<file path="config.mk">
export PLATFORM = sky130hd
export DESIGN_NAME = axi_arbiter
export DESIGN_NICKNAME = d
export VERILOG_FILES = /design/src/design/axi_mem_pkg.sv /design/src/design/axi_arbiter.sv
export SDC_FILE = /design/constraint.sdc
export NUM_CORES = 1
export LEC_CHECK = 0
export BUFFER_PORTS_ARGS = -buffer_cell sky130_fd_sc_hd__buf_2
export CAP_MARGIN = 40
export CORE_AREA = 3 3 157 159
export CTS_BUF_LIST = sky130_fd_sc_hd__clkbuf_8
export DETAILED_ROUTE_END_ITERATION = 8
export DIE_AREA = 0 0 160 162
export MAX_ROUTING_LAYER = met4
export PLACE_DENSITY_LB_ADDON = 0.08
export REMOVE_ABC_BUFFERS = 1
export SYNTH_ARGS = -nofsm -noshare
export SYNTH_HDL_FRONTEND = slang
export SYNTH_SLANG_ARGS = --single-unit
</file>
<file path="constraint.sdc">
create_clock -name clk -period 2.5 [get_ports clk]
set_input_delay 0.125 -clock clk [delete_from_list [all_inputs] [get_ports clk]]
set_output_delay 0.125 -clock clk [all_outputs]
set_load 0.02 [all_outputs]
</file>
<file path="src/design/axi_mem_pkg.sv">
package axi_mem_pkg;

    localparam int ADDR_W    = 32;
    localparam int DATA_W    = 32;
    localparam int STRB_W    = DATA_W / 8;
    localparam int ID_W      = 4;

    localparam int MEM_WORDS = 1024;
    localparam int IDX_W     = $clog2(MEM_WORDS);  // word index bits, byte offset excluded

    // ####################################################################
    // response codes
    // ####################################################################
    localparam logic [1:0] RESP_OKAY   = 2'd0;
    localparam logic [1:0] RESP_SLVERR = 2'd2;

    // ####################################################################
    // ids the arbiter puts on the slave side to tag the owner
    // ####################################################################
    localparam logic [ID_W-1:0] SRC_IFU = ID_W'(0);
    localparam logic [ID_W-1:0] SRC_LSU = ID_W'(1);

endpackage

</file>
<file path="src/design/axi_arbiter.sv">
`timescale 1ns/100ps

module axi_arbiter (
    input  logic                              clk,
    input  logic                              rst,

    input  logic                              ifu_arvalid,
    output logic                              ifu_arready,
    input  logic [axi_mem_pkg::ADDR_W-1:0]    ifu_araddr,
    input  logic [axi_mem_pkg::ID_W-1:0]      ifu_arid,
    output logic                              ifu_rvalid,
    input  logic                              ifu_rready,
    output logic [axi_mem_pkg::DATA_W-1:0]    ifu_rdata,
    output logic [1:0]                        ifu_rresp,
    output logic [axi_mem_pkg::ID_W-1:0]      ifu_rid,

    input  logic                              lsu_arvalid,
    output logic                              lsu_arready,
    input  logic [axi_mem_pkg::ADDR_W-1:0]    lsu_araddr,
    input  logic [axi_mem_pkg::ID_W-1:0]      lsu_arid,
    output logic                              lsu_rvalid,
    input  logic                              lsu_rready,
    output logic [axi_mem_pkg::DATA_W-1:0]    lsu_rdata,
    output logic [1:0]                        lsu_rresp,
    output logic [axi_mem_pkg::ID_W-1:0]      lsu_rid,
    input  logic                              lsu_awvalid,
    output logic                              lsu_awready,
    input  logic [axi_mem_pkg::ADDR_W-1:0]    lsu_awaddr,
    input  logic [axi_mem_pkg::ID_W-1:0]      lsu_awid,
    input  logic                              lsu_wvalid,
    output logic                              lsu_wready,
    input  logic [axi_mem_pkg::DATA_W-1:0]    lsu_wdata,
    input  logic [axi_mem_pkg::STRB_W-1:0]    lsu_wstrb,
    output logic                              lsu_bvalid,
    input  logic                              lsu_bready,
    output logic [1:0]                        lsu_bresp,
    output logic [axi_mem_pkg::ID_W-1:0]      lsu_bid,

    output logic                              s_arvalid,
    input  logic                              s_arready,
    output logic [axi_mem_pkg::ADDR_W-1:0]    s_araddr,
    output logic [axi_mem_pkg::ID_W-1:0]      s_arid,
    input  logic                              s_rvalid,
    output logic                              s_rready,
    input  logic [axi_mem_pkg::DATA_W-1:0]    s_rdata,
    input  logic [1:0]                        s_rresp,
    input  logic [axi_mem_pkg::ID_W-1:0]      s_rid,
    output logic                              s_awvalid,
    input  logic                              s_awready,
    output logic [axi_mem_pkg::ADDR_W-1:0]    s_awaddr,
    output logic [axi_mem_pkg::ID_W-1:0]      s_awid,
    output logic                              s_wvalid,
    input  logic                              s_wready,
    output logic [axi_mem_pkg::DATA_W-1:0]    s_wdata,
    output logic [axi_mem_pkg::STRB_W-1:0]    s_wstrb,
    input  logic                              s_bvalid,
    output logic                              s_bready,
    input  logic [1:0]                        s_bresp,
    input  logic [axi_mem_pkg::ID_W-1:0]      s_bid
);

    typedef enum logic [1:0] {
        OWN_IFU_RD = 2'd0,
        OWN_LSU_RD = 2'd1,
        OWN_LSU_WR = 2'd2,
        OWN_NONE   = 2'd3
    } owner_t;

    owner_t                                   owner;
    owner_t                                   pick;
    owner_t                                   sel;
    logic [1:0]                               rr;        // last winner
    logic [2:0]                               req;
    logic [axi_mem_pkg::ID_W-1:0]             saved_id;
    logic                                     resp_done;

    assign req = {lsu_awvalid & lsu_wvalid, lsu_arvalid, ifu_arvalid};

    // ####################################################################
    // round-robin choice, starting after the last winner
    // ####################################################################
    always_comb begin
        int idx;
        pick = OWN_NONE;
        for (int k = 3; k >= 1; k--) begin
            idx = (int'(rr) + k) % 3;
            if (req[idx]) begin
                pick = owner_t'(idx[1:0]);               // nearest candidate is assigned last
            end
        end
    end

    assign sel       = (owner == OWN_NONE) ? pick : owner;
    assign resp_done = (s_rvalid & s_rready) | (s_bvalid & s_bready);

    always_ff @(posedge clk or posedge rst) begin
        if (rst) begin
            owner <= OWN_NONE;
            rr    <= 2'd2;                               // ifu goes first after reset
        end else if (owner != OWN_NONE) begin
            if (resp_done) begin
                owner <= OWN_NONE;
            end
        end else if (pick != OWN_NONE) begin             // slave is idle, so it takes the request now
            owner <= pick;
            rr    <= pick;
        end
    end

    always_ff @(posedge clk) begin
        if (owner == OWN_NONE) begin
            case (pick)
                OWN_IFU_RD: saved_id <= ifu_arid;
                OWN_LSU_RD: saved_id <= lsu_arid;
                OWN_LSU_WR: saved_id <= lsu_awid;
                default:    saved_id <= saved_id;
            endcase
        end
    end

    // ####################################################################
    // request forwarding
    // ####################################################################
    assign s_arvalid   = ((sel == OWN_IFU_RD) & ifu_arvalid) | ((sel == OWN_LSU_RD) & lsu_arvalid);
    assign s_araddr    = (sel == OWN_LSU_RD) ? lsu_araddr : ifu_araddr;
    assign s_arid      = (sel == OWN_LSU_RD) ? axi_mem_pkg::SRC_LSU : axi_mem_pkg::SRC_IFU;
    assign ifu_arready = (sel == OWN_IFU_RD) & s_arready;
    assign lsu_arready = (sel == OWN_LSU_RD) & s_arready;

    assign s_awvalid   = (sel == OWN_LSU_WR) & lsu_awvalid;
    assign s_wvalid    = (sel == OWN_LSU_WR) & lsu_wvalid;
    assign s_awaddr    = lsu_awaddr;
    assign s_awid      = axi_mem_pkg::SRC_LSU;
    assign s_wdata     = lsu_wdata;
    assign s_wstrb     = lsu_wstrb;
    assign lsu_awready = (sel == OWN_LSU_WR) & s_awready;
    assign lsu_wready  = (sel == OWN_LSU_WR) & s_wready;

    // ####################################################################
    // response routing by echoed id
    // ####################################################################
    assign ifu_rvalid = s_rvalid & (s_rid == axi_mem_pkg::SRC_IFU);
    assign lsu_rvalid = s_rvalid & (s_rid == axi_mem_pkg::SRC_LSU);
    assign s_rready   = (s_rid == axi_mem_pkg::SRC_IFU) ? ifu_rready : lsu_rready;
    assign ifu_rdata  = s_rdata;
    assign lsu_rdata  = s_rdata;
    assign ifu_rresp  = s_rresp;
    assign lsu_rresp  = s_rresp;
    assign ifu_rid    = saved_id;                        // master sees its own id again
    assign lsu_rid    = saved_id;

    assign lsu_bvalid = s_bvalid & (s_bid == axi_mem_pkg::SRC_LSU);
    assign s_bready   = lsu_bready;
    assign lsu_bresp  = s_bresp;
    assign lsu_bid    = saved_id;

endmodule

</file>
* After elaboration in Yosys (flattened, before gate mapping)
Index checks and enable logic that the tools add are counted.
W data, S select, Z words.
** Storage, ports and cells
- Memories :: 0
- RAM bits :: 0
- Output and inout port bits :: 202
- Input bits :: 202
- Flip-flop bits (word level) :: 8
- Word-level logic and storage cells :: 67
- Bits in latches :: 0
- Memory bits (read-only) :: 0
** Cells by class
- Divide/modulo/power cells :: 3
- Equal/unequal tests :: 10
- Bitwise gates (word level) :: 17
- Reduce and logical (&&, ||, !) cells :: 8
- Add/subtract/negate cells :: 3
- Magnitude comparators :: 3
- Multiplexer cells :: 20
- Shift-type cells :: 0
- $mul :: 0
** Operator list (count)
- $lt A32 B4 Y1 const B :: 3
- $mod A32 B3 Y32 const B :: 3
- $mux W32 :: 1
- $and A1 B1 Y1 :: 14
- $mux W2 :: 7
- $pmux W4 S3 :: 1
- $eq A4 B1 Y1 const B :: 2
- $mux W1 :: 8
- $add A2 B2 Y3 const B :: 2
- $bmux W1 S2 :: 3
- $eq A2 B2 Y1 const B :: 3
- $ne A2 B2 Y1 const B :: 3
- $reduce_and A2 Y1 :: 3
- $eq A2 B1 Y1 const B :: 2
- $logic_not A2 Y1 :: 2
- $logic_not A4 Y1 :: 1
- $add A2 B1 Y3 const B :: 1
- $reduce_bool A3 Y1 :: 1
- $or A1 B1 Y1 :: 2
- $reduce_bool A2 Y1 :: 1
- $not A1 Y1 :: 1

* Longest topological paths before layout
Gate-level depths: netlist of the first run.
- Word-level depth :: 12
- Gate-level depth with buffers :: 12
- Depth with buffers taken out :: 11

* Least setup slack after synthesis of the first run
Ideal clock, no wire load.
- Path type :: register -> register
- Start :: reg rr[1]
- End :: reg rr[0]
- Path slack :: -249 ps
- Setup time :: 96 ps
- Arrival time :: 2653 ps
- Cell stages (with the launch flop) :: 11
- Buffers on the path :: 1
- Data required time :: 2404 ps
- Period minus slack after synthesis :: 2749 ps
- Cells stage by stage :: dfstp_2 inv_1 ha_1 buf_12 or2b_2 a21oi_1 nor2_1 ha_1 nand2b_1 or2_2 o31ai_1
** Between the ends
- Cells in the longest elaborated chain, start to end :: 10
- Elaborated cells on any way between the ends :: 20
- Those cells by class :: add/sub: 3; div: 3; eq/ne: 1; mux: 12; reduce/logical: 1
** Ends and longest elaborated chain
- start, declared :: line axi_arbiter.sv:72 : logic [1:0] rr;
- start signal, assigned :: line axi_arbiter.sv:106 : rr <= pick;
- $add A2 B2 Y3 :: line axi_arbiter.sv:86 : idx = (int'(rr) + k) % 3;
- $mod A32 B3 Y32 :: line axi_arbiter.sv:86
- $bmux W1 S2 :: line axi_arbiter.sv:87 : if (req[idx]) begin
- $mux W1 (implied by the code) (2 in a row) :: line axi_arbiter.sv:87
- $mux W2 (2 in a row) :: line axi_arbiter.sv:87
- $mux W2 (*) :: line axi_arbiter.sv:87
- via pick[0] :: line axi_arbiter.sv:70 : owner_t pick;
- $ne A2 B2 Y1 :: line axi_arbiter.sv:104 : end else if (pick != OWN_NONE) begin
- $reduce_and A2 Y1 (no source line)
The timed path passes the listed nets; every way through them passes the cells marked *. The select of a mux whose other input is x is not followed.
A chain may end at the register's enable or synchronous reset.

* Worst setup path after layout of the first run
- Start :: reg rr[1]
- End :: out s_araddr[14] (netlist bit)
** Between the ends
- Cells in the longest elaborated chain, start to end :: 11
- Elaborated cells on any way between the ends :: 21
- Those cells by class :: add/sub: 3; div: 3; eq/ne: 1; mux: 14
** Ends and longest elaborated chain
- $add A2 B2 Y3 :: line axi_arbiter.sv:86
- $mod A32 B3 Y32 :: line axi_arbiter.sv:86
- $bmux W1 S2 :: line axi_arbiter.sv:87
- $mux W1 (implied by the code) (2 in a row) :: line axi_arbiter.sv:87
- $mux W2 (2 in a row) :: line axi_arbiter.sv:87
- $mux W2 (*) :: line axi_arbiter.sv:87
- $mux W2 (*) :: line axi_arbiter.sv:93 : assign sel = (owner == OWN_NONE) ? pick : owner;
- $eq A2 B1 Y1 (*) :: line axi_arbiter.sv:125 : assign s_araddr = (sel == OWN_LSU_RD) ? lsu_araddr : ifu_araddr;
- $mux W32 (*) :: line axi_arbiter.sv:125
- end, declared :: line axi_arbiter.sv:41 : output logic [axi_mem_pkg::ADDR_W-1:0] s_araddr,
Mark *: on every way between the ends. The rest lies on a longest branch, timed or not. The select of a mux whose other input is x is not followed.

==> key figures, run 1 <==
Status
  – Run status: complete, but fails checks
  – Failing checks: setup timing

Detailed routing
  – Post-route antenna net violation count: 0
  – Avg Vias per Cell: about 3.3
  – TritonRoute pass-1 iters: 4
  – Final wirelength: 24.3 mm
  – DR vias: 2,173
  – Drt drc: 0
  – WL/cell: approximately 37 um
  – Initial DRC Count: 72

Floorplanning
  – Die Ht: 162 um
  – Full die area: about 0.026 sq mm
  – Rows: 56
  – Core area: approximately 0.023 sq mm
  – Initial core utilization: between 10% and 20%
  – Die Width: between 150 and 200 um
  – Io pins: 404

Timing
  – Unrepaired setup endpoints after global routing: true
  – Slew Limit Fails: 0
  – Final setup TNS: -11.15 ns
  – Final worst slack: -0.367 ns
  – Finish-stage setup viols: 35
  – Fin. Hold Viols: 0
  – Fmax achieved: ~0.35 GHz
  – Final Cycle Share: 115%
  – Final min period: 2.87 ns
  – Clk_skew: 0.00405 ns

Synthesis
  – Seq/Total Area, Yosys: between 8 and 9%
  – Yosys top cell area share: a little under half
  – Post-synth top area cell: buf_4
  – Yosys reg bits: 8
  – Top post-synthesis cells by area: buf_4 (46%), mux2_4 (17%), edfxtp_1 (4.7%), ha_1 (3.5%), dfstp_2 (3.1%)
  – Post-synthesis instance total: 292
  – Cell area after synthesis: 0.00254 sq mm
  – Synth cell types: 40
  – Number of enable flip-flop cells after synthesis: 4
  – Post-Syn Area per Cell: 8.69 sq um
  – YS warnings: 0
  – Async SR Flop Fraction: around 50%
  – Most common flop cell mapped by yosys: edfxtp_1

Clock tree
  – CTS Buf Count: 3
  – CTS Sinks: 8
  – H-Tree Depth: 1
  – CTS max path bufs: 2
  – Worst-skew pair later-pin latency: 0.23 ns
  – Clock transition at path regs: 0.05 ns
  – CTS tree: yes
  – CTS Root Cell: clkbuf_8

Setup path
  – Worst Setup SP: rr[1]
  – CP max stage delay: 0.56 ns
  – Worst R2R Start: rr[1]
  – CP Cell Sequence: ha_4 -> and2b_2 -> o211ai_1 -> buf_4 -> a21oi_4 -> o41ai_4 -> buf_6 -> buf_12 -> buf_4 -> mux2_4 -> buf_4
  – Cell mode on critical path: buf_4
  – Req. time, crit path: 2.38 ns
  – RR Endpoint: rr[0]
  – Worst Path Max Fanout: 7
  – CP max-delay cell: dfstp_2
  – R2R Setup Slk: 0.03 ns
  – Critical path type: reg2out
  – Reg2Reg Depth: 13
  – Crit path launch type: register
  – Worst setup EP type: output pin
  – Arr. time, crit path: approximately 2.7 ns

Pwr
  – Pleak: 1.67 nW
  – Max IR drop VDD: slightly below 1000 uV
  – Total Power: 6.01 mW
  – Power Density: 1690 mW/mm^2

GRT
  – Total gr overflow: 0
  – Vias in the first global route: 2,267
  – Largest net degree at the start of global routing: 13
  – GRT Util Overall: around 18%
  – Initial antenna violation count: 0
  – First-pass GRT wire length: 28.6 mm

Place
  – Number of port buffers: around 150
  – Pre-CTS WS: -0.200 ns
  – Hpwl dp: 22.9 mm
  – Placed Cells: about 640
  – GP Congestion: 0.944

Finish
  – Most frequent cells in the layout: buf_2 (114), buf_6 (51), mux2_4 (32)
  – Nets: 550
  – Util after Layout: 15.2%
  – Synth-to-Final Area Change: 40.1%
  – Commonest non-fill, non-tap cell in the layout: buf_2
  – N_diodes: 0
  – Layout cells sized above 1: roughly 80%
  – Finished Layout Cells: around 660

Hold path
  – Hold path cells: 3
  – Hold WC Path Type: in2reg
  – Hold Path Origin: ifu_arid[2]
  – Worst Hold Path EP: ifu_rid[2]

Flow run
  – Max Cap Viol: 0
[stage by stage]
step	hold WS (ns)	area [sq um]
after floorplan	-0.111	1320
after global placement	0.0232	2750
after detailed placement	0.0259	2750
after CTS	0.175	3120
after global routing	0.200	3550
final	0.203	3550
[how the worst max path moves through the flow]
stage                    to  slack (ns)  cells after the start
2_1_floorplan   s_araddr[0]       -1.40                      6
3_3_place_gp    s_araddr[7]       -0.23                     10
3_5_place_dp    s_araddr[9]       -0.20                      9
4_1_cts        s_araddr[17]       -0.39                     10
5_1_grt        s_araddr[14]       -0.49                     11
6_report       s_araddr[14]       -0.37                     11
[repair_timing]
item / CTS / global route
hold buffers: 1 / 0
endpoints found under the hold margin: 4 / 0
gates resized for setup: 55 / 106
cloned: 1 / 0
setup endpoints to repair: 47 / 51
pin swaps: 2 / 17
buffers inserted: 11 / 10
[layout make-up]
| cell class | count | area [sq um] |
|---|---|---|
| well taps | 319 | 399 |
| repair buffers | 200 | 1530 |
| multi-input cells | 122 | 1330 |
| flip-flops and latches | 8 | 224 |
| clock inverters | 1 | 3.75 |
| clock buffers | 3 | 41.3 |
| inverters | 6 | 27.5 |
| fillers | 2693 | 19800 |
[worst max-delay path: cells and delay by family (launching register included)]
kind,cells,cell delay (ns)
compound gates,3,0.46
fa+ha+maj,1,0.22
buf+inv,5,0.77
flops,1,0.56
mux,1,0.29
simple gates,1,0.21
[synth_stat cells (3+ instances only)]
cell and number:
nor2_1 6, a21oi_1 5, mux2_2 5, o22ai_1 3, mux2_4 28, dfstp_2 3
o21ai_0 6, a22oi_1 4, nand2_1 18, inv_1 6, edfxtp_1 4, buf_4 154
ha_1 7, mux2i_1 5, buf_6 4
[flip-flops by register name, indices dropped and copies added (netlist names)]
register	flops
ifu_rid	4
owner	2
rr	2
[logic make-up after synthesis]
| group | after synthesis | share of synthesized area (%) |
|---|---|---|
| buffers and inverters | 167 | 49.7 |
| and+or+nand+nor | 39 | 7.69 |
| muxes | 38 | 20.8 |
| AOI/OAI and AO/OA | 31 | 9.27 |
| DFF | 8 | 8.83 |
| adders and majority gates | 7 | 3.45 |
| other | 2 | 0.296 |
[report_power, final]
| part | internal (mW) | switching [mW] | total [mW] |
|---|---|---|---|
| clock network | 0.107 | 0.0538 | 0.160 |
| logic | 3.09 | 2.42 | 5.50 |
| registers | 0.267 | 0.0787 | 0.346 |
[routing by layer]
| layer | vias up | part of all wire (%) | global-route usage [%] |
|---|---|---|---|
| li1 | 901 | - | - |
| met1 | 946 | 19 | 9.77 |
| met2 | 318 | 48 | 30.0 |
| met3 | 8 | 33 | 26.7 |
| met4 | 0 | 0.27 | 1.22 |
| met5 | - | 0 | - |
Power figures use the tool's default switching activity.
==> run 2: changes to the inputs <==
--- a/config.mk
+++ b/config.mk
@@ -12,4 +12,5 @@
 export DETAILED_ROUTE_END_ITERATION = 8
 export DIE_AREA = 0 0 160 162
+export GPL_TIMING_DRIVEN = 0
 export MAX_ROUTING_LAYER = met4
 export PLACE_DENSITY_LB_ADDON = 0.08
==> constraint.sdc (replaced) <==
create_clock -name clk -period 2.5 [get_ports clk]
set_input_delay 0.625 -clock clk [delete_from_list [all_inputs] [get_ports clk]]
set_output_delay 0.625 -clock clk [all_outputs]
set_load 0.02 [all_outputs]
==> key figures, run 2 (synthesis gave the netlist of run 1 again) <==
Status
  – Run status: complete, but fails checks (unchanged)
  – Failing checks: setup timing (unchanged)

Floorplanning
  – Initial core utilization: 10.8% (unchanged)
  – Die Width: 160 um (unchanged)
  – Core area: 0.0234 sq mm (unchanged)
  – Io pins: 404 (unchanged)
  – Rows: 56 (unchanged)
  – Die Ht: 162 um (unchanged)
  – Full die area: 0.0259 sq mm (unchanged)

Clock tree
  – CTS Sinks: 8 (unchanged)
  – H-Tree Depth: 1 (unchanged)
  – CTS max path bufs: 2 (unchanged)
  – CTS Buf Count: 3 (unchanged)
  – CTS Root Cell: clkbuf_8 (unchanged)
  – Clock transition at path regs: 0.04 ns (was 0.05 ns)
  – Worst-skew pair later-pin latency: 0.23 ns (about the same)
  – CTS tree: yes (unchanged)
  – Hold Buf Count CTS: 0 (was 1)

Detailed routing
  – Drt drc: 0 (unchanged)
  – Final wirelength: 23.8 mm (was 24.3 mm)
  – Post-route antenna net violation count: 0 (unchanged)
  – Avg Vias per Cell: 3.32 (was 3.30)
  – DR vias: 2,145 (was 2,173)
  – TritonRoute pass-1 iters: 4 (unchanged)
  – WL/cell: 36.9 um (was 36.8 um)
  – Initial DRC Count: 45 (was 72)

Timing
  – Final worst slack: -0.940 ns (was -0.367 ns)
  – Hold Slack: 0.292 ns (was 0.203 ns)
  – Unrepaired setup endpoints after global routing: true (unchanged)
  – Final min period: 3.44 ns (was 2.87 ns)
  – Slew Limit Fails: 0 (unchanged)
  – Finish-stage setup viols: 51 (was 35)
  – Fin. Hold Viols: 0 (unchanged)
  – Fmax achieved: 0.291 GHz (was 0.349 GHz)
  – Final setup TNS: -32.91 ns (was -11.15 ns)
  – Final Cycle Share: 138% (was 115%)
  – Clk_skew: 0.00339 ns (was 0.00405 ns)

Setup path
  – Req. time, crit path: 1.88 ns (was 2.38 ns)
  – CP Cell Sequence: inv_2 -> ha_4 -> and2b_2 -> o211ai_2 -> a21oi_4 -> o41ai_4 -> buf_4 -> buf_12 -> buf_12 -> buf_12 -> mux2_4 -> buf_6 (was ha_4 -> and2b_2 -> o211ai_1 -> buf_4 -> a21oi_4 -> o41ai_4 -> buf_6 -> buf_12 -> buf_4 -> mux2_4 -> buf_4)
  – CP max-delay cell: dfstp_2 (unchanged)
  – Buf/Inv on CP: 6 (was 5)
  – Worst setup EP type: output pin (unchanged)
  – Arr. time, crit path: 2.82 ns (was 2.74 ns)
  – Cell mode on critical path: buf_12 (was buf_4)
  – Crit path max-delay family: buffers and inverters (unchanged)
  – Crit path launch type: register (unchanged)
  – Critical path type: reg2out (unchanged)
  – CP max stage delay: 0.58 ns (was 0.56 ns)
  – Worst Path Max Fanout: 5 (was 7)

Place
  – Number of port buffers: 154 (unchanged)
  – Placed Cells: 612 (was 635)
  – Hpwl dp: 22.6 mm (was 22.9 mm)
  – GP Congestion: 0.944 (unchanged)
  – Area after DPL: 0.00252 sq mm (was 0.00275 sq mm)

Finish
  – Commonest non-fill, non-tap cell in the layout: buf_2 (unchanged)
  – Footprint of the multi-input gates: 0.00129 sq mm (was 0.00133 sq mm)
  – N_diodes: 0 (unchanged)
  – Storage element area: 225 sq um (was 224 sq um)
  – Max reg flops: 4 (unchanged)
  – Post-route cell area: 0.00331 sq mm (was 0.00355 sq mm)
  – Finished Layout Cells: 646 (was 659)
  – Nets: 537 (was 550)
  – Util after Layout: 14.1% (was 15.2%)
  – Most frequent cells in the layout: buf_2 (118), buf_6 (38), mux2_4 (30) (was buf_2 (114), buf_6 (51), mux2_4 (32))
  – Fill cells: 2,736 (was 2,693)
  – Layout cells sized above 1: 81.3% (was 82.1%)
  – Synth-to-Final Area Change: 30.3% (was 40.1%)

GRT
  – Largest net degree at the start of global routing: 13 (unchanged)
  – Initial antenna violation count: 0 (unchanged)
  – GRT Util Overall: 17.8% (was 18.0%)
  – Vias in the first global route: 2,149 (was 2,267)
  – First-pass GRT wire length: 28.2 mm (was 28.6 mm)
  – Total gr overflow: 0 (unchanged)

Flow run
  – Max Cap Viol: 0 (unchanged)

Pwr
  – Pleak: 1.57 nW (was 1.67 nW)
  – Max IR drop VDD: 572 uV (was 971 uV)
  – Power Density: 1610 mW/mm^2 (was 1690 mW/mm^2)

Hold path
  – Hold WC Path Type: in2async (was in2reg)
## run 2: final timing paths
path                            start      endpoint  slack, ns  cells past startpoint
worst min register to register  rr[1]         rr[1]       0.64                      3
worst max-delay path            rr[1]  s_araddr[17]      -0.94                     12
worst max register to register  rr[1]         rr[0]      -0.23                     14
min in group clk                rr[1]         rr[1]       0.64                      3
max in group asynchronous         rst      owner[1]       1.98                      2
worst min-delay path              rst         rr[0]       0.29                      2
## run 2: area by class of cell
class                   instances  share of cell area [%]
clock buffers                   3                    1.25
clock inverters                 1                   0.114
inverters                       6                   0.681
well taps                     319                    12.1
repair buffers                187                    40.2
multi-input cells             122                    38.9
flip-flops and latches          8                    6.81
## run 2: through the flow
| step | setup WS (ns) | total power [mW] |
|---|---|---|
| 5_1_grt | -1.05 | 5.66 |
| 3_5_place_dp | -1.40 | 3.53 |
| 4_1_cts | -1.03 | 4.92 |
| 6_report | -0.940 | 5.33 |
| 3_3_place_gp | -2.70 | 3.55 |
| 2_1_floorplan | -1.90 | 2.57 |
## run 2: timing repair
action,in CTS,in global routing
endpoints found under the setup margin,52,51
setup buffers,22,10
cloned,1,0
gates resized for setup,83,59
pin swaps,16,11
## run 2: per-layer routing
layer | vias to the layer above | routed length, um | track usage [%]
met1 | 943 | 4330 | 9.42
met4 | 0 | 47 | 1.30
met3 | 2 | 7930 | 26.9
met5 | - | 0 | -
li1 | 876 | - | -
met2 | 324 | 11500 | 29.5
## run 2: worst register-to-register path, stage by stage, from the launching register on
cell,delay [ns]
dfstp_2,0.58
inv_2,0.06
ha_4,0.17
buf_4,0.13
buf_6,0.11
or2b_4,0.25
a21oi_4,0.19
buf_6,0.12
buf_6,0.11
buf_6,0.10
nor2_4,0.06
ha_2,0.18
nand2b_4,0.13
or2_4,0.26
o31ai_2,0.17
## run 2: power by group
group	leakage [nW]	switching (mW)	internal (mW)
combinational	1.46	2.19	2.60
clock	0.0269	0.0511	0.106
sequential	0.0816	0.118	0.270
total	1.57	2.35	2.98
